### config.mk
export PLATFORM = sky130hd
export DESIGN_NAME = usb_tx
export DESIGN_NICKNAME = d
export VERILOG_FILES = /design/src/usb_pkg.sv /design/src/usb_tx_fifo.sv /design/src/usb_crc16.sv /design/src/usb_tx_serializer.sv /design/src/usb_tx_controller.sv /design/src/usb_tx.sv
export SDC_FILE = /design/constraint.sdc
export NUM_CORES = 1
export LEC_CHECK = 0
export CAP_MARGIN = 20
export CORE_MARGIN = 5
export CORE_UTILIZATION = 25
export CTS_CLUSTER_DIAMETER = 100
export DETAILED_ROUTE_END_ITERATION = 7
export DONT_BUFFER_PORTS = 1
export HOLD_SLACK_MARGIN = 0.08
export SETUP_SLACK_MARGIN = 0.4
export SKIP_LAST_GASP = 1
export SYNTH_ARGS = -nofsm -noshare
export SYNTH_HDL_FRONTEND = slang
export SYNTH_SLANG_ARGS = --single-unit
### constraint.sdc
create_clock -name clk -period 2.9 [get_ports clk]
set_input_delay 0.58 -clock clk [delete_from_list [all_inputs] [get_ports clk]]
set_output_delay 0.58 -clock clk [all_outputs]
set_load 0.03 [all_outputs]
### src/usb_pkg.sv
/*
 * USB full-speed transmit package
 * PIDs, line timing, CRC16 constants and shared enum types
 */
`default_nettype none

package usb_pkg;

	// Line timing
	localparam int BIT_CYCLES  = 4;
	localparam int STUFF_LIMIT = 6;

	localparam int FIFO_DEPTH = 16;

	localparam logic [7:0] SYNC_BYTE = 8'h80;
	localparam logic [7:0] PID_ACK   = 8'hD2;

	// CRC16 as used on USB data packets
	localparam logic [15:0] CRC16_POLY = 16'h8005;
	localparam logic [15:0] CRC16_INIT = 16'hFFFF;

	function automatic logic [15:0] reflect16(input logic [15:0] v);
		logic [15:0] r;
		for (int i = 0; i < 16; i++) begin
			r[i] = v[15 - i];
		end
		return r;
	endfunction

	// LSB-first shifting needs the bit-reversed polynomial
	localparam logic [15:0] CRC16_POLY_REFL = reflect16(CRC16_POLY);

	typedef enum logic [1:0] {SYM_J, SYM_K, SYM_SE0} line_sym_t;

	typedef enum logic {DATA_PKT, ACK_PKT} cmd_kind_t;

endpackage

`default_nettype wire

### src/usb_tx_fifo.sv
/*
 * Transmit byte FIFO
 * Four-phase write port, single-cycle pop strobe, head shown combinationally
 */
`default_nettype none

module usb_tx_fifo (
	input wire clk,
	input wire n_rst,
	input wire [7:0] wr_data,
	input wire wr_req,
	input wire rd_en,
	output logic wr_ack,
	output logic [7:0] rd_data,
	output logic empty,
	output logic full
);
	import usb_pkg::*;

	localparam int AW = $clog2(FIFO_DEPTH);

	logic [7:0] mem [FIFO_DEPTH];
	logic [AW-1:0] wr_ptr;
	logic [AW-1:0] rd_ptr;
	logic [AW:0] count;
	logic push;

	function automatic logic [AW-1:0] next_ptr(input logic [AW-1:0] p);
		return (p == AW'(FIFO_DEPTH - 1)) ? '0 : p + 1'b1;
	endfunction

	// One store per request and none while full
	assign push = wr_req && !wr_ack && !full;

	assign empty = (count == '0);
	assign full = (count == (AW+1)'(FIFO_DEPTH));
	assign rd_data = mem[rd_ptr];

	always_ff @(posedge clk) begin
		if (push)
			mem[wr_ptr] <= wr_data;
	end

	always_ff @(posedge clk, negedge n_rst) begin
		if (!n_rst) begin
			wr_ptr <= '0;
			rd_ptr <= '0;
			count <= '0;
			wr_ack <= 1'b0;
		end else begin
			if (push) begin
				wr_ptr <= next_ptr(wr_ptr);
				wr_ack <= 1'b1;
			end else if (!wr_req) begin
				wr_ack <= 1'b0;
			end
			if (rd_en)
				rd_ptr <= next_ptr(rd_ptr);
			if (push && !rd_en)
				count <= count + 1'b1;
			else if (rd_en && !push)
				count <= count - 1'b1;
		end
	end

	assert property (@(posedge clk) disable iff (!n_rst) rd_en |-> !empty)
		else $error("pop from empty FIFO");

	// Pointers meet only when the FIFO is empty or full
	assert property (@(posedge clk) disable iff (!n_rst)
		(wr_ptr == rd_ptr) == (empty || full))
		else $error("FIFO pointers disagree with fill count");

endmodule

`default_nettype wire

### src/usb_crc16.sv
/*
 * CRC16 accumulator, one byte per cycle, LSB first
 * Output is the complemented remainder, ready to send
 */
`default_nettype none

module usb_crc16 (
	input wire clk,
	input wire n_rst,
	input wire crc_clear,
	input wire crc_update,
	input wire [7:0] byte_in,
	output logic [15:0] crc_out
);
	import usb_pkg::*;

	logic [15:0] rem;

	function automatic logic [15:0] fold_byte(input logic [15:0] r_in, input logic [7:0] d);
		logic [15:0] r;
		r = r_in;
		for (int i = 0; i < 8; i++) begin
			if (r[0] ^ d[i])
				r = (r >> 1) ^ CRC16_POLY_REFL;
			else
				r = r >> 1;
		end
		return r;
	endfunction

	always_ff @(posedge clk, negedge n_rst) begin
		if (!n_rst)
			rem <= CRC16_INIT;
		else if (crc_clear)
			rem <= CRC16_INIT;
		else if (crc_update)
			rem <= fold_byte(rem, byte_in);
	end

	assign crc_out = ~rem;

endmodule

`default_nettype wire

### src/usb_tx_serializer.sv
/*
 * Line serializer: bit timer, LSB-first shifter, bit stuffing, NRZI and EOP
 * Drives dp/dm one symbol every BIT_CYCLES clocks
 */
`default_nettype none

module usb_tx_serializer (
	input wire clk,
	input wire n_rst,
	input wire load,
	input wire [7:0] byte_in,
	input wire send_eop,
	output logic byte_done,
	output logic eop_done,
	output logic dp,
	output logic dm
);
	import usb_pkg::*;

	localparam int TW = $clog2(BIT_CYCLES);
	localparam int OW = $clog2(STUFF_LIMIT + 1);

	typedef enum logic [1:0] {S_IDLE, S_BITS, S_EOP} ser_state_t;

	ser_state_t state;
	logic [TW-1:0] tick;
	logic [7:0] shreg;
	logic [2:0] bit_idx;
	logic [OW-1:0] ones;
	logic [1:0] eop_cnt;
	line_sym_t sym;

	logic boundary;
	logic stuff_due;
	logic byte_end;
	logic ready;

	function automatic line_sym_t toggle(input line_sym_t s);
		return (s == SYM_K) ? SYM_J : SYM_K;
	endfunction

	assign boundary = (tick == TW'(BIT_CYCLES - 1));
	// Six ones on the line, a stuffed zero goes next
	assign stuff_due = (ones == OW'(STUFF_LIMIT));
	assign byte_end = (state == S_BITS) && !stuff_due && (bit_idx == 3'd7);
	assign ready = (state == S_IDLE) || (byte_end && boundary);

	// One cycle early so the next load lands on the symbol boundary
	assign byte_done = byte_end && (tick == TW'(BIT_CYCLES - 2));
	assign eop_done = (state == S_EOP) && boundary && (eop_cnt == 2'd2);

	assign dp = (sym == SYM_J);
	assign dm = (sym == SYM_K);

	always_ff @(posedge clk, negedge n_rst) begin
		if (!n_rst) begin
			state <= S_IDLE;
			tick <= '0;
			shreg <= '0;
			bit_idx <= '0;
			ones <= '0;
			eop_cnt <= '0;
			sym <= SYM_J;
		end else begin
			if (state == S_IDLE || boundary)
				tick <= '0;
			else
				tick <= tick + 1'b1;

			if (ready && load) begin
				state <= S_BITS;
				shreg <= byte_in;
				bit_idx <= '0;
				sym <= byte_in[0] ? sym : toggle(sym);
				ones <= byte_in[0] ? ones + 1'b1 : '0;
			end else if (ready && send_eop) begin
				state <= S_EOP;
				eop_cnt <= '0;
				sym <= SYM_SE0;
			end else if (state == S_BITS && boundary) begin
				if (stuff_due) begin
					sym <= toggle(sym);
					ones <= '0;
				end else if (bit_idx != 3'd7) begin
					shreg <= shreg >> 1;
					bit_idx <= bit_idx + 1'b1;
					sym <= shreg[1] ? sym : toggle(sym);
					ones <= shreg[1] ? ones + 1'b1 : '0;
				end else begin
					// Nothing queued, hold the line
					state <= S_IDLE;
				end
			end else if (state == S_EOP && boundary) begin
				eop_cnt <= eop_cnt + 1'b1;
				if (eop_cnt == 2'd1) begin
					sym <= SYM_J;
					ones <= '0;
				end else if (eop_cnt == 2'd2) begin
					state <= S_IDLE;
				end
			end
		end
	end

	// Commands only when idle or exactly at the end of a byte
	assert property (@(posedge clk) disable iff (!n_rst)
		(load || send_eop) |-> (ready && !(load && send_eop)))
		else $error("serializer command while symbol stream in progress");

endmodule

`default_nettype wire

### src/usb_tx_controller.sv
/*
 * Transmit controller FSM
 * Sequences SYNC, PID, payload, CRC16 and EOP, or SYNC, ACK and EOP
 */
`default_nettype none

module usb_tx_controller (
	input wire clk,
	input wire n_rst,
	input wire start,
	input wire usb_pkg::cmd_kind_t kind,
	input wire [7:0] fifo_data,
	input wire fifo_empty,
	input wire [15:0] crc_out,
	input wire byte_done,
	input wire eop_done,
	output logic fifo_rd,
	output logic crc_clear,
	output logic crc_update,
	output logic ser_load,
	output logic [7:0] ser_byte,
	output logic send_eop,
	output logic done,
	output logic busy
);
	import usb_pkg::*;

	typedef enum logic [3:0] {
		IDLE,
		SYNC_TX,
		PID_LOAD,
		PID_TX,
		DATA_LOAD,
		DATA_TX,
		CRC_LO_LOAD,
		CRC_LO_TX,
		CRC_HI_LOAD,
		CRC_HI_TX,
		ACK_LOAD,
		ACK_TX,
		EOP_SEND,
		EOP_WAIT,
		DONE
	} state_t;

	state_t state;
	state_t next_state;
	cmd_kind_t kind_q;

	always_ff @(posedge clk, negedge n_rst) begin
		if (!n_rst) begin
			state <= IDLE;
			kind_q <= DATA_PKT;
		end else begin
			state <= next_state;
			if (start && state == IDLE)
				kind_q <= kind;
		end
	end

	always_comb begin
		next_state = state;
		fifo_rd = 1'b0;
		crc_clear = 1'b0;
		crc_update = 1'b0;
		ser_load = 1'b0;
		ser_byte = '0;
		send_eop = 1'b0;
		done = 1'b0;

		unique case (state)
			IDLE: begin
				crc_clear = 1'b1;
				if (start) begin
					ser_load = 1'b1;
					ser_byte = SYNC_BYTE;
					next_state = SYNC_TX;
				end
			end
			SYNC_TX: begin
				if (byte_done)
					next_state = (kind_q == ACK_PKT) ? ACK_LOAD : PID_LOAD;
			end
			// PID comes from the FIFO but stays out of the CRC
			PID_LOAD: begin
				fifo_rd = 1'b1;
				ser_load = 1'b1;
				ser_byte = fifo_data;
				next_state = PID_TX;
			end
			PID_TX, DATA_TX: begin
				if (byte_done)
					next_state = fifo_empty ? CRC_LO_LOAD : DATA_LOAD;
			end
			DATA_LOAD: begin
				fifo_rd = 1'b1;
				crc_update = 1'b1;
				ser_load = 1'b1;
				ser_byte = fifo_data;
				next_state = DATA_TX;
			end
			CRC_LO_LOAD: begin
				ser_load = 1'b1;
				ser_byte = crc_out[7:0];
				next_state = CRC_LO_TX;
			end
			CRC_LO_TX: begin
				if (byte_done)
					next_state = CRC_HI_LOAD;
			end
			CRC_HI_LOAD: begin
				ser_load = 1'b1;
				ser_byte = crc_out[15:8];
				next_state = CRC_HI_TX;
			end
			ACK_LOAD: begin
				ser_load = 1'b1;
				ser_byte = PID_ACK;
				next_state = ACK_TX;
			end
			CRC_HI_TX, ACK_TX: begin
				if (byte_done)
					next_state = EOP_SEND;
			end
			EOP_SEND: begin
				send_eop = 1'b1;
				next_state = EOP_WAIT;
			end
			EOP_WAIT: begin
				if (eop_done)
					next_state = DONE;
			end
			DONE: begin
				done = 1'b1;
				next_state = IDLE;
			end
			default: begin
				next_state = IDLE;
			end
		endcase
	end

	assign busy = (state != IDLE);

endmodule

`default_nettype wire

### src/usb_tx.sv
/*
 * USB full-speed transmit engine top
 * FIFO, CRC16, controller and line serializer with command handshake
 */
`default_nettype none

module usb_tx (
	input wire clk,
	input wire n_rst,
	input wire [7:0] wr_data,
	input wire wr_req,
	output logic wr_ack,
	input wire usb_pkg::cmd_kind_t cmd_kind,
	input wire cmd_req,
	output logic cmd_ack,
	output logic busy,
	output logic dp,
	output logic dm
);
	logic [7:0] fifo_data;
	logic fifo_empty;
	logic fifo_rd;
	logic crc_clear;
	logic crc_update;
	logic [15:0] crc_out;
	logic ser_load;
	logic [7:0] ser_byte;
	logic send_eop;
	logic byte_done;
	logic eop_done;
	logic done;
	logic cmd_req_q;
	logic start;

	// Rising request edge, only when idle and the last ack has dropped
	assign start = cmd_req && !cmd_req_q && !busy && !cmd_ack;

	always_ff @(posedge clk, negedge n_rst) begin
		if (!n_rst) begin
			cmd_req_q <= 1'b0;
			cmd_ack <= 1'b0;
		end else begin
			cmd_req_q <= cmd_req;
			if (done)
				cmd_ack <= 1'b1;
			else if (!cmd_req)
				cmd_ack <= 1'b0;
		end
	end

	usb_tx_fifo u_fifo (
		.clk(clk), .n_rst(n_rst),
		.wr_data(wr_data), .wr_req(wr_req), .wr_ack(wr_ack),
		.rd_en(fifo_rd), .rd_data(fifo_data), .empty(fifo_empty), .full()
	);

	usb_crc16 u_crc (
		.clk(clk), .n_rst(n_rst),
		.crc_clear(crc_clear), .crc_update(crc_update),
		.byte_in(fifo_data), .crc_out(crc_out)
	);

	usb_tx_controller u_ctrl (
		.clk(clk), .n_rst(n_rst), .start(start), .kind(cmd_kind),
		.fifo_data(fifo_data), .fifo_empty(fifo_empty), .crc_out(crc_out),
		.byte_done(byte_done), .eop_done(eop_done),
		.fifo_rd(fifo_rd), .crc_clear(crc_clear), .crc_update(crc_update),
		.ser_load(ser_load), .ser_byte(ser_byte), .send_eop(send_eop),
		.done(done), .busy(busy)
	);

	usb_tx_serializer u_ser (
		.clk(clk), .n_rst(n_rst),
		.load(ser_load), .byte_in(ser_byte), .send_eop(send_eop),
		.byte_done(byte_done), .eop_done(eop_done), .dp(dp), .dm(dm)
	);

endmodule

`default_nettype wire

==> metrics.txt, run 1 <==
CTS Sinks approximately 190; top-area cell type share of the netlist area between 40% and 50%; CP arrival between 3000 and 4000 ps; most frequent cells in the layout 128 x edfxtp_1, 60 x buf_4, 39 x dfrtp_1; routability cong. ~0.74; hold path start cmd_req; layout cell share with drive strength beyond 1 around 29%; largest net degree at the start of global routing 59; Initial DRC Count ~330; Async S/R FF share, synth 31.2%; largest family of logic cells by synthesized area multiplexers; via/cell ratio approximately 4.4; sequential area share after synthesis between 60 and 70%; Cell variety after synth ~60; Syn Nets between 500 and 600; number of port buffers 0; antenna fix cells 0; Longest Clk Path Bufs 2; Pleak 3.66 nW; DIE AREA 37000 um2; area grow syn2layout 22.5%; Finished Core Util around 31%; Setup Viol. Count Final 0; fmax 356 MHz; Residual DRC 0; Area contributors post-synth edfxtp_1 46%, dfrtp_1 13%, mux4_2 6.0%; global route total overflow 0; Mapped Cells roughly 560; die height slightly below 200 um; Slew @ Worst Pin 657 ps; CTS Buf Count 17; dpl cell area a little over 9000 um2; R2R Setup Slk between 80 and 90 ps; Design Area, Final slightly above 10000 um2; post-synthesis xor/xnor area fraction between 4 and 5%; depth of the CTS H-tree 4; hold path cells 0; hpwl dp 11.5 mm; post-synthesis adder-cell area fraction 2.80%; RSZ-0062 raised after global routing true; mux contribution to synthesized area about an eighth; clk slew on worst S/H paths 70 ps; number of synthesized flops with an enable pin 128; # Max-Cap Violations 0; fin cells 1076; Detail Route Antenna Nets 0; Crit Path Max Fanout 7; worst setup slack after layout about 88 ps; worst rel slew slack between 50 and 60%; Yosys reg bits approximately 190; average size of a mapped cell 15.0 um2; via count 4769; status completed; Ports 18; Initial Util between 20% and 30%; CP required between 3000 and 4000 ps; CTS tree yes; WL/cell around 17 um; first-pass GRT wire length about 29 mm; routed wire length 18.5 mm; Crit. End Element flip-flop; skew final 15.8 ps; placed cells ~1000; hold crit path type primary input to flip-flop; all-layer global routing usage between 10% and 20%; row count 66; die width 192 um; ys flop type edfxtp_1; Synth Area in Simple Gates between 6 and 7%; reg2reg path depth 11; Final Critical Period between 2000 and 3000 ps; Reg-to-Reg End u_crc.rem[15]; Hold Slack roughly 170 ps; overall power 11.6 mW; First-pass DRT Iterations 4; Clock Latency Late Sink around 440 ps; pre-CTS WS 39.9 ps; worst vdd ir between 0.6 and 0.7 mV; Synth area leader edfxtp_1; Synth Area in Compound Gates 8.43%; kind of critical path flip-flop to flip-flop; Final Max Tran Viols 0; most common cell after layout, fill and taps aside edfxtp_1; hold endpoint cmd_req_q; power per standard cell area roughly 1100 nW/um2; Yosys Warn Count 0; Final nets between 600 and 700; crit start category flip-flop; core area between 30000 and 40000 um2; period utilisation layout a little over nine tenths; vias in the first global route approximately 4700; Hold Violations, Final 0; antenna violations before repair 0; CTS root buffer clkbuf_16; Mapped Area 8310 um2; final setup TNS 0 ps; beginning of the worst register-to-register path u_fifo.rd_ptr[1]
==> cells in the mapped netlist, drive strengths merged (4+ instances only) <==
cell type,count
nor2,31
a31oi,7
nor3,8
o21ai,29
edfxtp,128
o21a,4
dfstp,16
clkbuf,17
mux4,27
ha,17
mux2i,26
mux2,7
nor2b,6
o22a,11
inv,15
nand2b,10
a221oi,5
nand2,37
xnor2,23
a22oi,13
o32ai,4
a21o,5
buf,11
dfrtp,42
a21oi,11
xor2,9
nand3,4
==> registers in the layout, summed over array words and instances (netlist names), 3 cells and up <==
signal         flops
u_crc.rem         16
u_ctrl.state       4
u_fifo.count       5
u_fifo.mem       128
u_fifo.rd_ptr      4
u_fifo.wr_ptr      4
u_ser.bit_idx      3
u_ser.ones         3
u_ser.shreg        7
==> kinds of logic after synthesis <==
kind of cell    Yosys count
flops                   186
xor+xnor                 34
buf+inv                  43
fa+ha+maj                18
simple gates            112
compound gates          103
mux                      60
==> metal layers <==
metal  routed length, um  up-vias  part of all wire [%]  GRT usage [%]
met5                   0        -                     0              0
met4                 125        0                  0.67           2.61
met3                 954        9                   5.1           2.71
met2                8830       93                    48           16.2
met1                8640     2419                    47           14.2
li1                    -     2248                     -              -
==> worst max-delay path: stages, from the launching register on <==
cell,delay [ps]
dfrtp_2,460
buf_6,150
buf_16,140
buf_6,110
mux4_2,290
mux2i_2,220
mux2i_4,160
xnor2_4,240
xnor2_4,150
xnor3_2,490
xor2_1,180
o22a_1,160
==> worst max path at each step <==
stage                           startpoint            end  cells after the start
after floorplan           u_fifo.rd_ptr[2]  u_crc.rem[15]                      9
after global placement    u_fifo.rd_ptr[1]  u_crc.rem[15]                      9
after detailed placement  u_fifo.rd_ptr[2]  u_crc.rem[15]                      9
after CTS                 u_fifo.rd_ptr[1]  u_crc.rem[15]                      9
after global routing      u_fifo.rd_ptr[1]  u_crc.rem[15]                     11
final                     u_fifo.rd_ptr[1]  u_crc.rem[15]                     11
==> power breakdown <==
part / total, mW / leakage (nW) / switching (mW) / internal [mW]
sequential: 3.66 / 1.84 / 0.368 / 3.29
clock: 2.30 / 0.277 / 1.01 / 1.28
combinational: 5.60 / 1.54 / 2.48 / 3.12
==> area by class of cell <==
| type | count | area, um2 |
|---|---|---|
| fill | 3238 | 22500 |
| multi-input combinational | 327 | 3000 |
| timing repair buffer | 74 | 686 |
| tap | 442 | 553 |
| clock inverter | 12 | 138 |
| sequential | 186 | 5320 |
| clock buffer | 20 | 437 |
| inverter | 15 | 56.3 |
==> repair_timing <==
action / CTS / global route
setup endpoints to repair: 15 / 18
gates resized for setup: 30 / 17
hold buffers: 2 / 0
pin swaps: 7 / 11
gates cloned: 2 / 0
setup buffers: 20 / 11
endpoints found under the hold margin: 58 / 0
Power figures use the tool's default switching activity.
==> run 2, diff against run 1 <==
--- a/config.mk
+++ b/config.mk
@@ -5,12 +5,12 @@
 export SDC_FILE = /design/constraint.sdc
 export NUM_CORES = 1
 export LEC_CHECK = 0
+export BUFFER_PORTS_ARGS = -buffer_cell sky130_fd_sc_hd__buf_2
 export CAP_MARGIN = 20
 export CORE_MARGIN = 5
 export CORE_UTILIZATION = 25
 export CTS_CLUSTER_DIAMETER = 100
 export DETAILED_ROUTE_END_ITERATION = 7
-export DONT_BUFFER_PORTS = 1
 export HOLD_SLACK_MARGIN = 0.08
 export SETUP_SLACK_MARGIN = 0.4
 export SKIP_LAST_GASP = 1
==> run 2 against run 1 <==
  * Clock power is 3% lower
  * Global-route usage is 0.17 points lower
  * First-iteration DRC count is 3.0% higher
  * Combinational power is 6.6% lower
  * Sequential share of layout area is 0.60 points higher
  * Sequential cell count stayed put
  * Routed wire length is 2.2% lower
  * Critical path depth is 2 lower
  * Core utilization is 0.36 points lower
  * Sequential power hardly changed
  * Critical path type unchanged
  * Critical endpoint unchanged
  * Largest cell class unchanged
  * Largest power group unchanged
  * Highest routed layer is now met5
==> metrics.txt, run 2 (synthesis results as in run 1) <==
vias in the first global route 4793 (+1.5%); most common cell after layout, fill and taps aside edfxtp_1; layout cell share with drive strength beyond 1 28.2% (-0.97 points); CTS root buffer clkbuf_16; area grow syn2layout 21.1%; overall power 11.1 mW (-4.0%); Clock Latency Late Sink 440 ps (about the same); Final Max Tran Viols 0 (unchanged); hold-fix buffers at CTS 0 (-2); DIE AREA 37000 um2 (unchanged); global route total overflow 0 (unchanged); Residual DRC 0 (unchanged); WL/cell 16.8 um (-2.6%); hold crit path type primary input to asynchronous set/reset pin; Final Critical Period 2810 ps (-4.95 ps); CP required 3270 ps (about the same); row count 66 (unchanged); fmax 356 MHz (+0.18%); hpwl dp 11.3 mm (-1.1%); number of port buffers 17 (+17); die height 192 um (unchanged); pre-CTS WS 46.6 ps (+6.67 ps); worst rel slew slack 31.9% (-24 points); fin cells 1080 (+0.37%); RSZ-0062 raised after global routing true; Initial DRC Count 341 (+3.0%); Hold Violations, Final 0 (unchanged); Final nets 657 (+0.77%); R2R Setup Slk 90 ps (about the same); power per standard cell area 1100 nW/um2 (-2.9%); CTS Sinks 186 (unchanged); Longest Clk Path Bufs 2 (unchanged); status completed; # Max-Cap Violations 0 (unchanged); Crit Path Max Fanout 6 (-1); CP arrival 3180 ps (about the same); reg2reg path depth 9 (-2); Detail Route Antenna Nets 0 (unchanged); depth of the CTS H-tree 4 (unchanged); largest net degree at the start of global routing 32 (-46%); CTS Buf Count 17 (unchanged); first-pass GRT wire length 28.3 mm (-0.60%); placed cells 1023 (+1.4%); crit start category flip-flop; all-layer global routing usage 10.1% (-0.17 points); worst setup slack after layout 93.4 ps (+4.95 ps); skew final 11.1 ps (-4.71 ps); core area 32700 um2 (unchanged); First-pass DRT Iterations 5 (+1); via count 4818 (+1.0%); Largest Register u_fifo.mem; final setup TNS 0 ps (unchanged); Crit. End Element flip-flop; antenna fix cells 0 (unchanged); Reg-to-Reg End u_crc.rem[15]; kind of critical path flip-flop to flip-flop; Slew @ Worst Pin 1020 ps (+361 ps); Setup Viol. Count Final 0 (unchanged); die width 192 um (unchanged); beginning of the worst register-to-register path u_fifo.rd_ptr[2]; Regs by FF count u_fifo.mem: 128 flops, u_crc.rem: 16 flops, u_ser.shreg: 7 flops; routability cong. 0.777 (+4.8%); routed wire length 18.1 mm (-2.2%); Ports 18 (unchanged); Initial Util 25.4% (unchanged); clk slew on worst S/H paths 70 ps (about the same); Pleak 3.66 nW (about the same); max reg flops 128 (unchanged); period utilisation layout 96.8% (-0.17 points); worst vdd ir 0.966 mV (+44%); most frequent cells in the layout 128 x edfxtp_1, 49 x buf_4, 39 x dfrtp_1; via/cell ratio 4.46 (+0.65%); antenna violations before repair 2 (+2); CTS tree yes
run 2: worst max-delay path, stage by stage, from the launching register on:
cell     delay, ps
dfrtp_1        420
buf_12         140
mux4_1         540
mux2i_1        160
mux2i_1        160
xnor2_1        260
xnor3_1        440
xnor3_2        280
xor2_1         180
o22a_1         160
run 2: power by group:
group          switching, mW  total, mW  internal [mW]  leakage (nW)
logic                   2.39       5.23           2.85          1.56
clock network           1.03       2.22           1.18         0.263
registers              0.348       3.64           3.29          1.84
run 2: stage by stage:
| stage | hold slack [ps] | instance area, um2 | utilization [%] |
|---|---|---|---|
| final | 209 | 10100 | 30.8 |
| after global routing | 259 | 10100 | 30.8 |
| after CTS | 230 | 9940 | 30.4 |
| after detailed placement | 449 | 9170 | 28.0 |
| after global placement | 446 | 9140 | 28.0 |
| after floorplan | 284 | 8330 | - |
run 2: layout make-up:
cell class / instances / area, um2
Fill cell: 3269 / 22600
Sequential cell: 186 / 5320
Multi-Input combinational cell: 327 / 2900
Timing Repair Buffer: 79 / 689
Tap cell: 442 / 553
Clock buffer: 17 / 425
Clock inverter: 14 / 124
Inverter: 15 / 58.8
run 2: routing by layer:
layer	track usage (%)	wire length (um)	vias to the layer above
met5	0	27	-
met4	2.03	123	4
met3	3.20	909	15
met2	15.4	8440	107
met1	14.3	8630	2438
li1	-	-	2254
run 2: worst max-delay path by stage:
stage	startpoint	to	slack [ps]	depth (start not counted)
after floorplan	u_fifo.rd_ptr[2]	u_crc.rem[15]	270	9
after global placement	u_fifo.rd_ptr[0]	u_crc.rem[15]	50	9
after detailed placement	u_fifo.rd_ptr[0]	u_crc.rem[15]	50	9
after CTS	u_fifo.rd_ptr[1]	u_crc.rem[15]	120	9
after global routing	u_fifo.rd_ptr[2]	u_crc.rem[15]	-40	9
final	u_fifo.rd_ptr[2]	u_crc.rem[15]	90	9
run 2: repair_timing:
item / CTS / global route
pin swaps: 5 / 8
setup endpoints to repair: 9 / 39
setup buffers: 17 / 7
gates resized for setup: 11 / 16
gates cloned: 2 / 0
